`src/scurve_cfg_pkg.sv`:
```
package scurve_cfg_pkg;

  //////////////////////////////
  // Scan configuration
  //////////////////////////////

  // Threshold DAC code width
  localparam int DAC_WIDTH = 10;

  // Step index and step count width
  localparam int STEP_WIDTH = 8;

  //////////////////////////////
  // Counter and readout sizes
  //////////////////////////////

  // Channel number field in a data word
  localparam int CHAN_ID_WIDTH = 5;

  // Default per-channel counter width
  localparam int COUNT_WIDTH_DEFAULT = 16;

  // Readout word width
  localparam int WORD_WIDTH = 32;

endpackage

```
`src/scurve_word_pkg.sv`:
```
package scurve_word_pkg;

  import scurve_cfg_pkg::*;

  // Padding left over in each view of the 32-bit word
  localparam int HDR_PAD_WIDTH = WORD_WIDTH - 1 - STEP_WIDTH - DAC_WIDTH;
  localparam int DAT_PAD_WIDTH = WORD_WIDTH - 1 - CHAN_ID_WIDTH - COUNT_WIDTH_DEFAULT;

  //////////////////////////////
  // Header view, one per step
  //////////////////////////////
  typedef struct packed {
    logic                  tag;
    logic [STEP_WIDTH-1:0] step_idx;
    logic [DAC_WIDTH-1:0]  dac_code;
    logic [HDR_PAD_WIDTH-1:0] pad;
  } result_header_t;

  //////////////////////////////
  // Data view, one per channel
  //////////////////////////////
  typedef struct packed {
    logic                           tag;
    logic [CHAN_ID_WIDTH-1:0]       chan_id;
    logic [COUNT_WIDTH_DEFAULT-1:0] trig_count;
    logic [DAT_PAD_WIDTH-1:0]       pad;
  } result_data_t;

  // Tag in bit 31 of both views tells them apart
  typedef union packed {
    result_header_t hdr;
    result_data_t   dat;
  } result_word_u;

endpackage

```
`src/scurve_channel_counter.sv`:
```
`timescale 1ns/1ps

module scurve_channel_counter import scurve_cfg_pkg::*; #(
  parameter int COUNT_WIDTH = COUNT_WIDTH_DEFAULT
) (
  input  logic                   Clk,
  input  logic                   reset_n,
  input  logic                   trigger,
  input  logic                   inject_clk,
  input  logic                   test_active,
  input  logic                   counter_clear,
  input  logic [COUNT_WIDTH-1:0] count_max,
  output logic [COUNT_WIDTH-1:0] pulse_count,
  output logic [COUNT_WIDTH-1:0] trigger_count,
  output logic                   done
);

  //////////////////////////////
  // Input synchronizers
  //////////////////////////////

  // Inject clock, two sync flops plus history for edges
  logic inj_sync1;
  logic inj_sync2;
  logic inj_prev;

  // Trigger idles high, so sync chain resets to one
  logic trig_sync1;
  logic trig_sync2;
  logic trig_prev;

  always_ff @(posedge Clk or negedge reset_n) begin
    if (!reset_n) begin
      inj_sync1 <= 1'b0;
      inj_sync2 <= 1'b0;
      inj_prev  <= 1'b0;
    end else begin
      inj_sync1 <= inject_clk;
      inj_sync2 <= inj_sync1;
      inj_prev  <= inj_sync2;
    end
  end

  always_ff @(posedge Clk or negedge reset_n) begin
    if (!reset_n) begin
      trig_sync1 <= 1'b1;
      trig_sync2 <= 1'b1;
      trig_prev  <= 1'b1;
    end else begin
      trig_sync1 <= trigger;
      trig_sync2 <= trig_sync1;
      trig_prev  <= trig_sync2;
    end
  end

  // Edge strobes in the Clk domain
  logic inj_rise;
  logic inj_fall;
  logic trig_fall;

  assign inj_rise  = inj_sync2 & ~inj_prev;
  assign inj_fall  = ~inj_sync2 & inj_prev;
  assign trig_fall = ~trig_sync2 & trig_prev;

  //////////////////////////////
  // Counting window
  //////////////////////////////

  // Open while the step runs and the channel is not finished
  logic count_en;
  assign count_en = test_active & ~done;

  always_ff @(posedge Clk or negedge reset_n) begin
    if (!reset_n) begin
      pulse_count   <= '0;
      trigger_count <= '0;
    end else if (counter_clear) begin
      pulse_count   <= '0;
      trigger_count <= '0;
    end else if (count_en) begin
      // One count per injection
      if (inj_rise)
        pulse_count <= pulse_count + 1'b1;
      // Triggers only count inside the inject high phase
      if (trig_fall && inj_sync2)
        trigger_count <= trigger_count + 1'b1;
    end
  end

  // Done at the falling edge closing the last injection,
  // so triggers of that pulse are already in the count
  always_ff @(posedge Clk or negedge reset_n) begin
    if (!reset_n)
      done <= 1'b0;
    else if (counter_clear)
      done <= 1'b0;
    else if (test_active && inj_fall && (pulse_count >= count_max))
      done <= 1'b1;
  end

endmodule

```
`src/scurve_scan_ctrl.sv`:
```
`timescale 1ns/1ps

module scurve_scan_ctrl import scurve_cfg_pkg::*, scurve_word_pkg::*; #(
  parameter int NUM_CHANNELS  = 4,
  parameter int COUNT_WIDTH   = COUNT_WIDTH_DEFAULT,
  parameter int SETTLE_CYCLES = 8
) (
  input  logic                              Clk,
  input  logic                              reset_n,
  input  logic                              scan_start,
  input  logic [DAC_WIDTH-1:0]              dac_first,
  input  logic [DAC_WIDTH-1:0]              dac_step,
  input  logic [STEP_WIDTH-1:0]             step_count,
  input  logic [NUM_CHANNELS-1:0]           chan_done,
  input  logic [NUM_CHANNELS*COUNT_WIDTH-1:0] trigger_count,
  input  logic                              fifo_full,
  output logic [DAC_WIDTH-1:0]              dac_code,
  output logic                              test_active,
  output logic                              counter_clear,
  output logic                              wr_en,
  output result_word_u                      wr_data,
  output logic                              scan_busy,
  output logic                              scan_done
);

  // State codes
  localparam logic [2:0] ST_IDLE    = 3'd0;
  localparam logic [2:0] ST_SETTLE  = 3'd1;
  localparam logic [2:0] ST_RUN     = 3'd2;
  localparam logic [2:0] ST_WR_HDR  = 3'd3;
  localparam logic [2:0] ST_WR_DATA = 3'd4;
  localparam logic [2:0] ST_CLEAR   = 3'd5;
  localparam logic [2:0] ST_NEXT    = 3'd6;

  // Settle counter, SETTLE_CYCLES is at least one
  localparam int SETTLE_W = $clog2(SETTLE_CYCLES + 1);
  localparam logic [SETTLE_W-1:0] LAST_SETTLE = SETTLE_W'(SETTLE_CYCLES - 1);

  // Channel index for the data words
  localparam int CHAN_IDX_W = (NUM_CHANNELS > 1) ? $clog2(NUM_CHANNELS) : 1;
  localparam logic [CHAN_IDX_W-1:0] LAST_CHAN = CHAN_IDX_W'(NUM_CHANNELS - 1);

  logic [2:0]            state;
  logic [SETTLE_W-1:0]   settle_cnt;
  logic [STEP_WIDTH-1:0] step_idx;
  logic [CHAN_IDX_W-1:0] chan_idx;
  logic                  last_step;
  logic [COUNT_WIDTH-1:0] chan_count;

  // Scan ends once step_idx+1 reaches step_count; zero steps acts as one
  assign last_step = ({1'b0, step_idx} + 1'b1) >= {1'b0, step_count};

  //////////////////////////////
  // Step sequencing
  //////////////////////////////
  always_ff @(posedge Clk or negedge reset_n) begin
    if (!reset_n) begin
      state       <= ST_IDLE;
      settle_cnt  <= '0;
      step_idx    <= '0;
      chan_idx    <= '0;
      dac_code    <= '0;
      test_active <= 1'b0;
      scan_busy   <= 1'b0;
      scan_done   <= 1'b0;
    end else begin
      scan_done <= 1'b0;
      case (state)
        ST_IDLE: begin
          if (scan_start) begin
            dac_code   <= dac_first;
            step_idx   <= '0;
            settle_cnt <= '0;
            scan_busy  <= 1'b1;
            state      <= ST_SETTLE;
          end
        end
        // Let the threshold settle before the pulser runs
        ST_SETTLE: begin
          if (settle_cnt == LAST_SETTLE) begin
            test_active <= 1'b1;
            state       <= ST_RUN;
          end else begin
            settle_cnt <= settle_cnt + 1'b1;
          end
        end
        // Wait for every channel to finish its injections
        ST_RUN: begin
          if (&chan_done) begin
            test_active <= 1'b0;
            state       <= ST_WR_HDR;
          end
        end
        ST_WR_HDR: begin
          if (!fifo_full) begin
            chan_idx <= '0;
            state    <= ST_WR_DATA;
          end
        end
        // Full FIFO holds the current word in place
        ST_WR_DATA: begin
          if (!fifo_full) begin
            if (chan_idx == LAST_CHAN)
              state <= ST_CLEAR;
            else
              chan_idx <= chan_idx + 1'b1;
          end
        end
        ST_CLEAR: begin
          state <= ST_NEXT;
        end
        ST_NEXT: begin
          if (last_step) begin
            scan_done <= 1'b1;
            scan_busy <= 1'b0;
            state     <= ST_IDLE;
          end else begin
            step_idx   <= step_idx + 1'b1;
            dac_code   <= dac_code + dac_step;
            settle_cnt <= '0;
            state      <= ST_SETTLE;
          end
        end
        default: state <= ST_IDLE;
      endcase
    end
  end

  // Counters restart once per step
  assign counter_clear = (state == ST_CLEAR);

  //////////////////////////////
  // Result word packing
  //////////////////////////////
  assign chan_count = trigger_count[chan_idx*COUNT_WIDTH +: COUNT_WIDTH];

  // Write strobe never issued into a full FIFO
  assign wr_en = ((state == ST_WR_HDR) || (state == ST_WR_DATA)) && !fifo_full;

  always_comb begin
    wr_data = '0;
    if (state == ST_WR_HDR) begin
      wr_data.hdr.tag      = 1'b1;
      wr_data.hdr.step_idx = step_idx;
      wr_data.hdr.dac_code = dac_code;
    end else begin
      // Count resized to the fixed field of the data view
      wr_data.dat.tag        = 1'b0;
      wr_data.dat.chan_id    = CHAN_ID_WIDTH'(chan_idx);
      wr_data.dat.trig_count = COUNT_WIDTH_DEFAULT'(chan_count);
    end
  end

endmodule

```
`src/scurve_result_fifo.sv`:
```
`timescale 1ns/1ps

module scurve_result_fifo import scurve_word_pkg::*; #(
  parameter int FIFO_DEPTH = 16
) (
  input  logic         Clk,
  input  logic         reset_n,
  input  logic         wr_en,
  input  result_word_u wr_data,
  input  logic         rd_en,
  output result_word_u rd_data,
  output logic         fifo_full,
  output logic         fifo_empty
);

  // Pointer and fill widths, any depth allowed
  localparam int PTR_W = (FIFO_DEPTH > 1) ? $clog2(FIFO_DEPTH) : 1;
  localparam int CNT_W = $clog2(FIFO_DEPTH + 1);
  localparam logic [PTR_W-1:0] LAST_PTR  = PTR_W'(FIFO_DEPTH - 1);
  localparam logic [CNT_W-1:0] DEPTH_CNT = CNT_W'(FIFO_DEPTH);

  result_word_u     mem [FIFO_DEPTH];
  logic [PTR_W-1:0] wr_ptr;
  logic [PTR_W-1:0] rd_ptr;
  logic [CNT_W-1:0] fill;
  logic             push;
  logic             pop;

  // Wrap at the last slot
  function automatic logic [PTR_W-1:0] next_ptr(input logic [PTR_W-1:0] ptr);
    return (ptr == LAST_PTR) ? '0 : ptr + 1'b1;
  endfunction

  // Pops while empty are dropped
  assign push = wr_en && !fifo_full;
  assign pop  = rd_en && !fifo_empty;

  always_ff @(posedge Clk) begin
    if (push)
      mem[wr_ptr] <= wr_data;
  end

  always_ff @(posedge Clk or negedge reset_n) begin
    if (!reset_n) begin
      wr_ptr <= '0;
      rd_ptr <= '0;
      fill   <= '0;
    end else begin
      if (push)
        wr_ptr <= next_ptr(wr_ptr);
      if (pop)
        rd_ptr <= next_ptr(rd_ptr);
      // Simultaneous push and pop keep the fill level
      if (push && !pop)
        fill <= fill + 1'b1;
      else if (pop && !push)
        fill <= fill - 1'b1;
    end
  end

  // Head word shown directly
  assign rd_data    = mem[rd_ptr];
  assign fifo_full  = (fill == DEPTH_CNT);
  assign fifo_empty = (fill == '0);

endmodule

```
`src/scurve_top.sv`:
```
`timescale 1ns/1ps

module scurve_top import scurve_cfg_pkg::*, scurve_word_pkg::*; #(
  parameter int NUM_CHANNELS  = 4,
  parameter int COUNT_WIDTH   = COUNT_WIDTH_DEFAULT,
  parameter int SETTLE_CYCLES = 8,
  parameter int FIFO_DEPTH    = 16
) (
  input  logic                    Clk,
  input  logic                    reset_n,
  input  logic                    scan_start,
  input  logic [DAC_WIDTH-1:0]    dac_first,
  input  logic [DAC_WIDTH-1:0]    dac_step,
  input  logic [STEP_WIDTH-1:0]   step_count,
  input  logic [COUNT_WIDTH-1:0]  count_max,
  input  logic                    inject_clk,
  input  logic [NUM_CHANNELS-1:0] trigger,
  input  logic                    rd_en,
  output logic [DAC_WIDTH-1:0]    dac_code,
  output logic                    inject_enable,
  output logic                    scan_busy,
  output logic                    scan_done,
  output result_word_u            rd_data,
  output logic                    fifo_empty
);

  // Controller to counters
  logic test_active;
  logic counter_clear;

  // Counters to controller
  logic [NUM_CHANNELS-1:0]             chan_done;
  logic [NUM_CHANNELS*COUNT_WIDTH-1:0] trigger_count;

  // Controller to FIFO
  logic         wr_en;
  result_word_u wr_data;
  logic         fifo_full;

  // Pulser gate is the counting window itself
  assign inject_enable = test_active;

  //////////////////////////////
  // Scan controller
  //////////////////////////////
  scurve_scan_ctrl #(
    .NUM_CHANNELS  (NUM_CHANNELS),
    .COUNT_WIDTH   (COUNT_WIDTH),
    .SETTLE_CYCLES (SETTLE_CYCLES)
  ) u_scan_ctrl (
    .Clk           (Clk),
    .reset_n       (reset_n),
    .scan_start    (scan_start),
    .dac_first     (dac_first),
    .dac_step      (dac_step),
    .step_count    (step_count),
    .chan_done     (chan_done),
    .trigger_count (trigger_count),
    .fifo_full     (fifo_full),
    .dac_code      (dac_code),
    .test_active   (test_active),
    .counter_clear (counter_clear),
    .wr_en         (wr_en),
    .wr_data       (wr_data),
    .scan_busy     (scan_busy),
    .scan_done     (scan_done)
  );

  // One counter per channel, all on the shared inject clock
  for (genvar ch = 0; ch < NUM_CHANNELS; ch++) begin : g_chan
    scurve_channel_counter #(
      .COUNT_WIDTH (COUNT_WIDTH)
    ) u_counter (
      .Clk           (Clk),
      .reset_n       (reset_n),
      .trigger       (trigger[ch]),
      .inject_clk    (inject_clk),
      .test_active   (test_active),
      .counter_clear (counter_clear),
      .count_max     (count_max),
      .pulse_count   (),
      .trigger_count (trigger_count[ch*COUNT_WIDTH +: COUNT_WIDTH]),
      .done          (chan_done[ch])
    );
  end

  //////////////////////////////
  // Result FIFO
  //////////////////////////////
  scurve_result_fifo #(
    .FIFO_DEPTH (FIFO_DEPTH)
  ) u_result_fifo (
    .Clk        (Clk),
    .reset_n    (reset_n),
    .wr_en      (wr_en),
    .wr_data    (wr_data),
    .rd_en      (rd_en),
    .rd_data    (rd_data),
    .fifo_full  (fifo_full),
    .fifo_empty (fifo_empty)
  );

endmodule

```
`config.mk`:
```
export PLATFORM = sky130hd
export DESIGN_NAME = scurve_top
export DESIGN_NICKNAME = d
export VERILOG_FILES = /design/src/scurve_cfg_pkg.sv /design/src/scurve_word_pkg.sv /design/src/scurve_channel_counter.sv /design/src/scurve_scan_ctrl.sv /design/src/scurve_result_fifo.sv /design/src/scurve_top.sv
export SDC_FILE = /design/constraint.sdc
export NUM_CORES = 1
export LEC_CHECK = 0
export BUFFER_PORTS_ARGS = -buffer_cell sky130_fd_sc_hd__buf_4
export CORE_MARGIN = 4
export CORE_UTILIZATION = 35
export CTS_CLUSTER_SIZE = 24
export DETAILED_ROUTE_END_ITERATION = 8
export PLACE_DENSITY = 0.53
export SETUP_SLACK_MARGIN = 0.1
export SLEW_MARGIN = 25
export SYNTH_ARGS = -nofsm -noshare
export SYNTH_HDL_FRONTEND = slang
export SYNTH_HIERARCHICAL = 1
export SYNTH_SLANG_ARGS = --single-unit
```
`constraint.sdc`:
```
create_clock -name Clk -period 4.8 [get_ports Clk]
set_input_delay 0.48 -clock Clk [delete_from_list [all_inputs] [get_ports Clk]]
set_output_delay 0.48 -clock Clk [all_outputs]
set_load 0.02 [all_outputs]
```
==> results of run 1 <==
## sequential cells by signal (all words and copies together), names as in the netlist, 5 cells and up
| name | flops |
|---|---|
| u_result_fifo/mem | 512 |
| g_chan.u_counter/pulse_count | 64 |
| g_chan.u_counter/trigger_count | 64 |
| u_scan_ctrl/dac_code | 10 |
| u_scan_ctrl/step_idx | 8 |
| u_result_fifo/fill | 5 |
## cells in the mapped netlist, types with 9 or more instances
| library cell | number |
|---|---|
| buf_4 | 12 |
| mux4_2 | 144 |
| edfxtp_1 | 512 |
| o31ai_1 | 26 |
| and4_1 | 32 |
| nor4_1 | 21 |
| nor3_1 | 28 |
| nand2_1 | 182 |
| o21ai_0 | 74 |
| a31oi_1 | 13 |
| nand4_1 | 21 |
| nand3_1 | 48 |
| xor2_1 | 37 |
| or3_1 | 34 |
| inv_1 | 110 |
| mux2_2 | 20 |
| a21oi_1 | 95 |
| a22oi_1 | 64 |
| o211ai_1 | 13 |
| ha_1 | 102 |
| mux2_1 | 9 |
| nor2b_1 | 31 |
| buf_2 | 21 |
| buf_1 | 16 |
| clkbuf_1 | 34 |
| or4_1 | 25 |
| buf_6 | 19 |
| nor2_1 | 111 |
| xnor2_1 | 23 |
| and3_1 | 16 |
| dfrtp_1 | 187 |
| dfstp_2 | 12 |
## metrics by stage
stage,instances,instance area (um2)
floorplan,2216,32200
global placement,3433,34400
detailed placement,3433,34400
CTS,3582,37000
global route,3583,37000
finish,3583,37000
## layer usage
layer / share of wire, % / GRT usage [%] / vias up / routed length [um]
met3: 4.1 / 2.47 / 93 / 3250
met4: 1.6 / 3.09 / 0 / 1280
li1: - / - / 8776 / -
met2: 51 / 28.2 / 418 / 39800
met1: 44 / 21.3 / 9948 / 34200
met5: 0 / 0 / - / 0
## cells by family after synthesis
| family | synth area share [%] |
|---|---|
| AOI/OAI and AO/OA | 7.00 |
| adders and majority gates | 4.09 |
| other | 0.0117 |
| muxes | 11.4 |
| DFF | 63.3 |
| buffers and inverters | 3.16 |
| xor gates and xnor gates | 1.63 |
| and+or+nand+nor | 9.43 |
## report_power, final
part	switching [uW]	total (uW)	internal, uW
registers	577	7800	7220
clock network	2480	5790	3310
logic	3240	5590	2350
total	6310	19200	12900
## how the worst min path moves through the flow
stage	to	slack, ps	depth (start not counted)
after detailed placement	g_chan[1].u_counter/inj_sync2	330	0
after global routing	g_chan[2].u_counter/inj_sync1	10	1
after CTS	g_chan[2].u_counter/inj_sync1	10	1
final	g_chan[2].u_counter/inj_sync1	50	1
after global placement	g_chan[1].u_counter/inj_sync2	330	0
after floorplan	g_chan[0].u_counter/done	180	0
## worst max-delay path, cell delays in order (launching register included)
cell and delay, ps:
dfrtp_4 1020, buf_4 500, mux4_2 380, a22oi_1 270, nand2_1 90, buf_4 170
## layout make-up
type	count	share of cell area, %
Inverter	111	1.13
Tap cell	1176	3.98
Sequential cell	711	55.1
Clock buffer	107	5.74
Clock inverter	37	1.09
Antenna cell	1	0.00677
Timing Repair Buffer	149	3.28
Multi-Input combinational cell	1291	29.7
## what timing repair did
| item | CTS | global route |
|---|---|---|
| setup endpoints to repair | 0 | 0 |
| hold buffers | 5 | 0 |
| endpoints found under the hold margin | 87 | 0 |
==> impl_results.md, run 1 <==
- Routed WL: 78.6 mm
- Most frequent cells in the layout: edfxtp_1 (512), dfrtp_1 (184), nand2_1 (182)
- Minimum period implied by the final worst setup slack: 3560 ps
- Initial drt markers: 1300
- Async SR Flop Fraction: 28.0%
- Hold Slack: 51.3 ps
- Top Ports: 99
- DR pass1 iterations: 5
- FF-to-FF Start: u_scan_ctrl/step_idx[0]
- Max-cap violations: 0
- Worst-margin pin slew: 1020 ps
- Final Setup Violations: 0
- Antenna violations before repair: 1
- Slew margin rel.: 31.8%
- Die ar.: 96900 um2
- Worst Slack Setup Final: 1240 ps
- Post-CTS setup buffers: 0
- Antenna-violating nets left: 0
- Placer congestion estimate: 0.824
- Setup crit start: u_result_fifo/rd_ptr[1]
- Htree depth: 3
- Syn-to-layout area delta: 14.9%
- Die span in y: 311 um
- CP endpoint kind: output pin
- Leak: 0.0136 uW
- Fillers: 8316
- Largest net degree at the start of global routing: 91
- TritonCTS clock tree: built
- Syn. warnings: 6
- Synth area leader: edfxtp_1
- Clk pin slew, worst setup/hold paths: 60 ps
- Vias: 19200
- Fin. Hold Viols: 0
- Vias in the first global route: 19900
- # resized after CTS: 0
- Min-delay worst type: in -> reg
- Crit-path max FO: 57
- Mapped Area: 32200 um2
- DP Worst Slack: 1570 ps
- WL/cell: 21.9 um
- Total grt overflow: 0
- Num Clock Sinks: 711
- First-pass GRT wire length: 121 mm
- Synth top area share: 47.8%
- CP Data Arrival Time: 3080 ps
- Number of synthesized register bits: 711
- Syn Area/Cell: 14.6 um2
- Post-route clock skew: 43.3 ps
- Setup TNS: 0 ps
- Cts bufs inserted: 78
- Final core utilization: 40.8%
- Max Freq: 281 MHz
- Crit path to: rd_data[6]
- Hold wc startpoint: inject_clk
- HPWL Detailed: 50.0 mm
- RSZ-0062 raised after global routing: no
- R2R Setup Slk: 1560 ps
- Initial core utilization: 35.5%
- Layout cell share with drive strength beyond 1: 20.1%
- Seq. cell area: 20400 um2
- Final Cycle Share: 74.1%
- Synth Flop Type: edfxtp_1
- Status: completed
- Cells after Synth: 2207
- Post-synth EDFFs: 512
- Reg2reg path depth: 11
- Clock Latency Late Sink: 640 ps
- Area of the multi-input gates: 11000 um2
- Top cells by area, synth: edfxtp_1 (48%), dfrtp_1 (15%), mux4_2 (10%), ha_1 (4.0%), nand2_1 (2.1%)
- Total track usage: 16.1%
- CTS Buffer Depth: 3
- Commonest non-fill, non-tap cell in the layout: edfxtp_1
- PortBufs: 98
- Pwr/cell area: 519 nW/um2
- Core box area: 90600 um2
- Crit path launch type: register
- Pwr Total: 19200 uW
- Die Wd: 311 um
- CTS Root Cell: clkbuf_16
- Vias per Instance: 5.37
- Peak supply drop: 0.323 mV
- Count of final max-slew check failures: 0
- Sequential element share of the synthesized area: 63.3%
- Nets@finish: 2499
- Site Rows: 110
- Reg2Reg Capture Point: u_scan_ctrl/dac_code[2]
- Residual DRC count: 0
- CP Data Required Time: 4320 ps
- Worst Setup Path Type: reg -> out
- Post-synth cell types: 76
No activity file was read; power rests on OpenSTA's default activity.
==> run 2, diff against run 1 <==
- clock period: 4.8 -> 3.6 ns (I/O delays scaled with it)
==> impl_results.md, run 2 (synthesized netlist as in run 1, its figures left out) <==
- Crit path launch type: register (unchanged)
- Largest net degree at the start of global routing: 94 (was 91)
- Routed WL: 77.9 mm (was 78.6 mm)
- Cell Int Power: 17400 uW (was 12900 uW)
- CTS Root Cell: clkbuf_16 (unchanged)
- Final core utilization: 41.0% (was 40.8%)
- Die span in y: 311 um (unchanged)
- Num Clock Sinks: 711 (unchanged)
- Nets@finish: 2503 (was 2499)
- Max FFs per register: 512 (unchanged)
- Largest regs: u_result_fifo/mem (512), g_chan.u_counter/pulse_count (64), g_chan.u_counter/trigger_count (64) (unchanged)
- HPWL Detailed: 49.1 mm (was 50.0 mm)
- Worst Setup Path Type: reg -> reg (was reg -> out)
- DP Worst Slack: 485 ps (was 1570 ps)
- Area of the multi-input gates: 11000 um2 (about the same)
- Max Freq: 318 MHz
- Site Rows: 110 (unchanged)
- Placer congestion estimate: 0.830 (was 0.824)
- Final Cycle Share: 87.4%
- Most flops, register: u_result_fifo/mem (unchanged)
- Status: completed (unchanged)
- Cts bufs inserted: 77 (was 78)
- CP endpoint kind: register (was output pin)
- Die Wd: 311 um (unchanged)
- Top Ports: 99 (unchanged)
- Leak: 0.0137 uW (was 0.0136 uW)
- Hold Slack: 55.4 ps (was 51.3 ps)
- Min-delay worst type: in -> reg (unchanged)
- Slew margin rel.: 37.1% (was 31.8%)
- Max-cap violations: 0 (unchanged)
- Fin. Hold Viols: 0 (unchanged)
- Post-route clock skew: 20.7 ps (was 43.3 ps)
- Clock Latency Late Sink: 620 ps (was 640 ps)
- Layout cell share with drive strength beyond 1: 19.9% (was 20.1%)
- Sequential share of power: 39.9% (was 40.6%)
- TritonCTS clock tree: built (unchanged)
- Minimum period implied by the final worst setup slack: 3150 ps
- Vias in the first global route: 19800 (was 19900)
- Switching share of power: 32.5% (was 32.9%)
- Seq. cell area: 20400 um2 (about the same)
- Die ar.: 96900 um2 (unchanged)
- Post-route cell area: 37100 um2 (was 37000 um2)
- Syn-to-layout area delta: 15.3% (was 14.9%)
- CP Data Arrival Time: 3630 ps (was 3080 ps)
- Area after DPL: 34500 um2 (was 34400 um2)
- Worst Slack Setup Final: 454 ps (was 1240 ps)
- Commonest non-fill, non-tap cell in the layout: edfxtp_1 (unchanged)
- Vias: 19200 (about the same)
- Post-CTS setup buffers: 0 (unchanged)
- Final Setup Violations: 0 (unchanged)
- WL/cell: 21.7 um (was 21.9 um)
- Initial core utilization: 35.5% (unchanged)
- Antenna-violating nets left: 0 (unchanged)
- CP Data Required Time: 4090 ps (was 4320 ps)
- Total grt overflow: 0 (unchanged)
- First-pass GRT wire length: 120 mm (was 121 mm)
- Fillers: 8265 (was 8316)
- PortBufs: 98 (unchanged)
- Residual DRC count: 0 (unchanged)
- Clock power frac: 30.3% (was 30.2%)
- NetSw: 8370 uW (was 6310 uW)
- Comb power frac: 29.8% (was 29.2%)
- RSZ-0062 raised after global routing: no (unchanged)
- Crit-path max FO: 15 (was 57)
- CTS Buffer Depth: 3 (unchanged)
- Worst-margin pin slew: 944 ps (was 1020 ps)
- Antenna violations before repair: 1 (unchanged)
- Diodes inserted: 0 (was 1)
- DR pass1 iterations: 7 (was 5)
- Core box area: 90600 um2 (unchanged)
- Setup TNS: 0 ps (unchanged)
- Total track usage: 15.9% (was 16.1%)
- Initial drt markers: 1272 (was 1300)
- Vias per Instance: 5.37 (about the same)
- Most frequent cells in the layout: edfxtp_1 (512), dfrtp_1 (185), nand2_1 (182) (was edfxtp_1 (512), dfrtp_1 (184), nand2_1 (182))
- # resized after CTS: 0 (unchanged)
- Peak supply drop: 0.350 mV (was 0.323 mV)
- Pwr/cell area: 694 nW/um2 (was 519 nW/um2)
- Clk pin slew, worst setup/hold paths: 50 ps (was 60 ps)
- Htree depth: 3 (unchanged)
- Count of final max-slew check failures: 0 (unchanged)
==> run 2: changes by cell type in the layout (fill, tap and decap cells not counted), moves of 2 or more <==
cell / before / now
nor3_4: 0 / 4
clkinv_2: 15 / 9
clkbuf_8: 6 / 4
bufinv_16: 3 / 7
inv_16: 0 / 2
clkbuf_4: 0 / 2
buf_4: 137 / 132
clkinv_16: 5 / 1
clkinv_1: 10 / 15
nor3_2: 5 / 1
buf_12: 6 / 14
dlygate4sd3_1: 5 / 7
clkbuf_1: 23 / 19
==> run 2: repair_timing <==
action | CTS | global route
hold endpoints to repair | 92 | 0
setup endpoints to repair | 0 | 0
hold buffers | 7 | 0
==> run 2: area by class of cell <==
cell class,count,area share [%]
sequential,711,54.9
multi-input combinational,1291,29.6
clock buffer,102,5.57
tap,1176,3.96
timing repair buffer,154,3.65
clock inverter,38,1.14
inverter,111,1.12
==> run 2: through the flow <==
step / power [uW] / cells
after floorplan: 15400 / 2216
after global placement: 18100 / 3436
after detailed placement: 18200 / 3436
after CTS: 26200 / 3583
after global routing: 27100 / 3583
final: 25700 / 3583
==> run 2: power groups by stage <==
stage / combinational [uW] / clock [uW] / sequential, uW
2_1_floorplan: 5300 / 0 / 10100
3_3_place_gp: 7700 / 0 / 10400
3_5_place_dp: 7810 / 0 / 10400
4_1_cts: 7840 / 8040 / 10300
5_1_grt: 8340 / 8370 / 10400
6_report: 7670 / 7810 / 10300
==> run 2: critical path, stage by stage, from the launching register on <==
cell and delay (ps):
dfrtp_1 440, ha_1 250, and3_4 210, and3_4 220
xnor2_1 130, ha_1 270, a211oi_1 260, nand2_1 80
a31oi_1 330, o211ai_4 270, nand2_1 220, mux2_2 350
==> run 2: final timing paths <==
kind | start | endpoint | slack, ps | cells past startpoint
setup / recovery | u_scan_ctrl/step_idx[0] | u_scan_ctrl/settle_cnt[1] | 450 | 11
hold / removal | dac_first[1] | u_scan_ctrl/dac_code[1] | 60 | 3
setup reg to reg | u_scan_ctrl/step_idx[0] | u_scan_ctrl/settle_cnt[1] | 450 | 11
hold reg to reg | g_chan[3].u_counter/inj_sync1 | g_chan[3].u_counter/inj_sync2 | 350 | 0
max in group asynchronous | reset_n | g_chan[0].u_counter/trig_sync1 | 2200 | 3
min in group asynchronous | reset_n | g_chan[3].u_counter/pulse_count[9] | 360 | 2
==> run 2: layer usage <==
| metal | global-route usage [%] | part of all wire (%) | up-vias |
|---|---|---|---|
| li1 | - | - | 8760 |
| met1 | 20.6 | 43 | 9902 |
| met2 | 27.5 | 50 | 428 |
| met3 | 2.85 | 4.6 | 137 |
| met4 | 4.31 | 2.6 | 2 |
| met5 | 0 | 0.018 | - |
==> run 3, diff against run 2 <==
- BUFFER_PORTS_ARGS: -buffer_cell sky130_fd_sc_hd__buf_4 -> unset
- DONT_BUFFER_PORTS: unset -> 1
- PLACE_DENSITY: 0.53 -> 0.52
==> impl_results.md, run 3 (synthesized netlist as in run 1, its figures left out) <==
- Total track usage: 15.9% (about the same)
- Post-route clock skew: 42.2 ps (was 20.7 ps)
- Final Cycle Share: 88.9% (was 87.4%)
- Count of final max-slew check failures: 0 (unchanged)
- CTS Hold Buffers Added: 14 (was 7)
- CP endpoint kind: register (unchanged)
- Most flops, register: u_result_fifo/mem (unchanged)
- Residual DRC count: 0 (unchanged)
- Vias: 19000 (was 19200)
- Worst-path cell chain: ha_1 -> and3_4 -> and3_4 -> xnor2_1 -> ha_1 -> a211oi_1 -> nand2_1 -> a31oi_1 -> o211ai_4 -> nand2_4 -> mux2_2 (was ha_1 -> and3_4 -> and3_4 -> xnor2_1 -> ha_1 -> a211oi_1 -> nand2_1 -> a31oi_1 -> o211ai_4 -> nand2_1 -> mux2_2)
- Layout cell share with drive strength beyond 1: 16.9% (was 19.9%)
- Antenna violations before repair: 0 (was 1)
- DR pass1 iterations: 5 (was 7)
- Largest net degree at the start of global routing: 200 (was 94)
- Failing checks: negative hold slack
- WL/cell: 22.2 um (was 21.7 um)
- CTS Buffer Depth: 3 (unchanged)
- Die span in y: 311 um (unchanged)
- Worst path max stage delay: 480 ps (was 440 ps)
- Total grt overflow: 0 (unchanged)
- Slew margin rel.: 41.4% (was 37.1%)
- Clock Latency Late Sink: 640 ps (was 620 ps)
- Fillers: 8261 (was 8265)
- Peak supply drop: 0.336 mV (was 0.350 mV)
- CP Data Required Time: 4100 ps (was 4090 ps)
- Pwr/cell area: 690 nW/um2 (was 694 nW/um2)
- Max-cap violations: 0 (unchanged)
- Commonest non-fill, non-tap cell in the layout: edfxtp_1 (unchanged)
- Syn-to-layout area delta: 13.8% (was 15.3%)
- Vias in the first global route: 19600 (was 19800)
- Max Freq: 313 MHz (was 318 MHz)
- Placer congestion estimate: 0.822 (was 0.830)
- Die ar.: 96900 um2 (unchanged)
- Reg2reg path depth: 11 (unchanged)
- Routed WL: 77.7 mm (was 77.9 mm)
- Core box area: 90600 um2 (unchanged)
- Worst Setup Path Type: reg -> reg (unchanged)
- PortBufs: 0 (was 98)
- Initial core utilization: 35.5% (unchanged)
- Htree depth: 3 (unchanged)
- HPWL Detailed: 47.8 mm (was 49.1 mm)
- Num Clock Sinks: 711 (unchanged)
- Setup TNS: 0 ps (unchanged)
- Crit-path max FO: 15 (unchanged)
- # resized after CTS: 0 (unchanged)
- Cell class contributing the biggest share of worst-path delay: compound AO/OA/AOI/OAI gates (unchanged)
- Max FFs per register: 512 (unchanged)
- WP depth: 11 (unchanged)
- Min-delay worst type: in -> async (was in -> reg)
- Cts bufs inserted: 79 (was 77)
- Vias per Instance: 5.41 (was 5.37)
- Top Ports: 99 (unchanged)
- First-pass GRT wire length: 120 mm (about the same)
- TritonCTS clock tree: built (unchanged)
- CTS Root Cell: clkbuf_16 (unchanged)
- Diodes inserted: 0 (unchanged)
- Crit path launch type: register (unchanged)
- Fin. Hold Viols: 199 (was 0)
- Initial drt markers: 1444 (was 1272)
- Most frequent cells in the layout: edfxtp_1 (512), dfrtp_1 (185), nand2_1 (182) (unchanged)
- Clk pin slew, worst setup/hold paths: 60 ps (was 50 ps)
- Nets@finish: 2419 (was 2503)
- Die Wd: 311 um (unchanged)
- Minimum period implied by the final worst setup slack: 3200 ps (was 3150 ps)
- CP max-delay cell: dfrtp_1 (unchanged)
- Worst-margin pin slew: 879 ps (was 944 ps)
- CP Data Arrival Time: 3700 ps (was 3630 ps)
- Hold Slack: -591 ps (was 55.4 ps)
- Leak: 0.0133 uW (was 0.0137 uW)
- RSZ-0062 raised after global routing: no (unchanged)
- Status: finished, violations left (was completed)
- Final Setup Violations: 0 (unchanged)
- Antenna-violating nets left: 0 (unchanged)
- Number of buffers and inverters on the critical path: 0 (unchanged)
- Site Rows: 110 (unchanged)
- Largest regs: u_result_fifo/mem (512), g_chan.u_counter/pulse_count (64), g_chan.u_counter/trigger_count (64) (unchanged)
[run 3: cell count changes in the layout (fill, tap and decap cells not counted), sizes merged]
cell,before,now
dlygate4sd3,7,14
buf,147,54
clkinvlp,0,4
clkinv,27,32
bufinv,7,4
clkbuf,102,105
inv,115,112
[run 3: layout make-up]
type                            instances  area, um2  share of cell area (%)
Multi-Input combinational cell       1291      11000                    30.0
Clock inverter                         41        433                    1.18
Timing Repair Buffer                   68        771                    2.10
Sequential cell                       711      20400                    55.6
Tap cell                             1176       1470                    4.02
Inverter                              111        417                    1.14
Clock buffer                          105       2150                    5.88
[run 3: worst paths after layout]
path / startpoint / slack (ps) / to
setup / recovery: u_scan_ctrl/step_idx[0] / 400 / u_scan_ctrl/dac_code[5]
hold / removal: reset_n / -590 / g_chan[2].u_counter/pulse_count[1]
setup reg to reg: u_scan_ctrl/step_idx[0] / 400 / u_scan_ctrl/dac_code[5]
hold reg to reg: g_chan[0].u_counter/inj_sync1 / 350 / g_chan[0].u_counter/inj_sync2
max in group asynchronous: reset_n / 3720 / g_chan[2].u_counter/trig_sync1
min in group Clk: dac_first[4] / 50 / u_scan_ctrl/dac_code[4]
[run 3: routing by layer]
metal | GRT usage, % | wire length (um) | up-vias
li1 | - | - | 8611
met1 | 20.9 | 33600 | 9769
met2 | 27.3 | 38500 | 455
met3 | 2.62 | 3630 | 119
met4 | 4.61 | 2000 | 0
met5 | 0 | 0 | -
[run 3: through the flow]
step,power [uW],utilization [%],setup WS (ps),instances,instance area [um2]
global route,26700,40.4,240,3503,36600
floorplan,15400,-,155,2216,32200
CTS,25600,40.4,154,3502,36600
finish,25300,40.4,401,3503,36600
detailed placement,17600,37.4,396,3342,33900
global placement,17400,37.4,492,3342,33900
[run 3: timing repair]
action                                  in CTS  in global routing
buffers inserted                             0                  1
endpoints found under the setup margin       0                  4
hold endpoints to repair                   218                199
[run 3: where the power goes]
group | total (uW) | switching, uW | internal [uW]
Combinational | 7000 | 4250 | 2750
Clock | 7910 | 3350 | 4550
Sequential | 10400 | 744 | 9620
Total | 25300 | 8340 | 16900
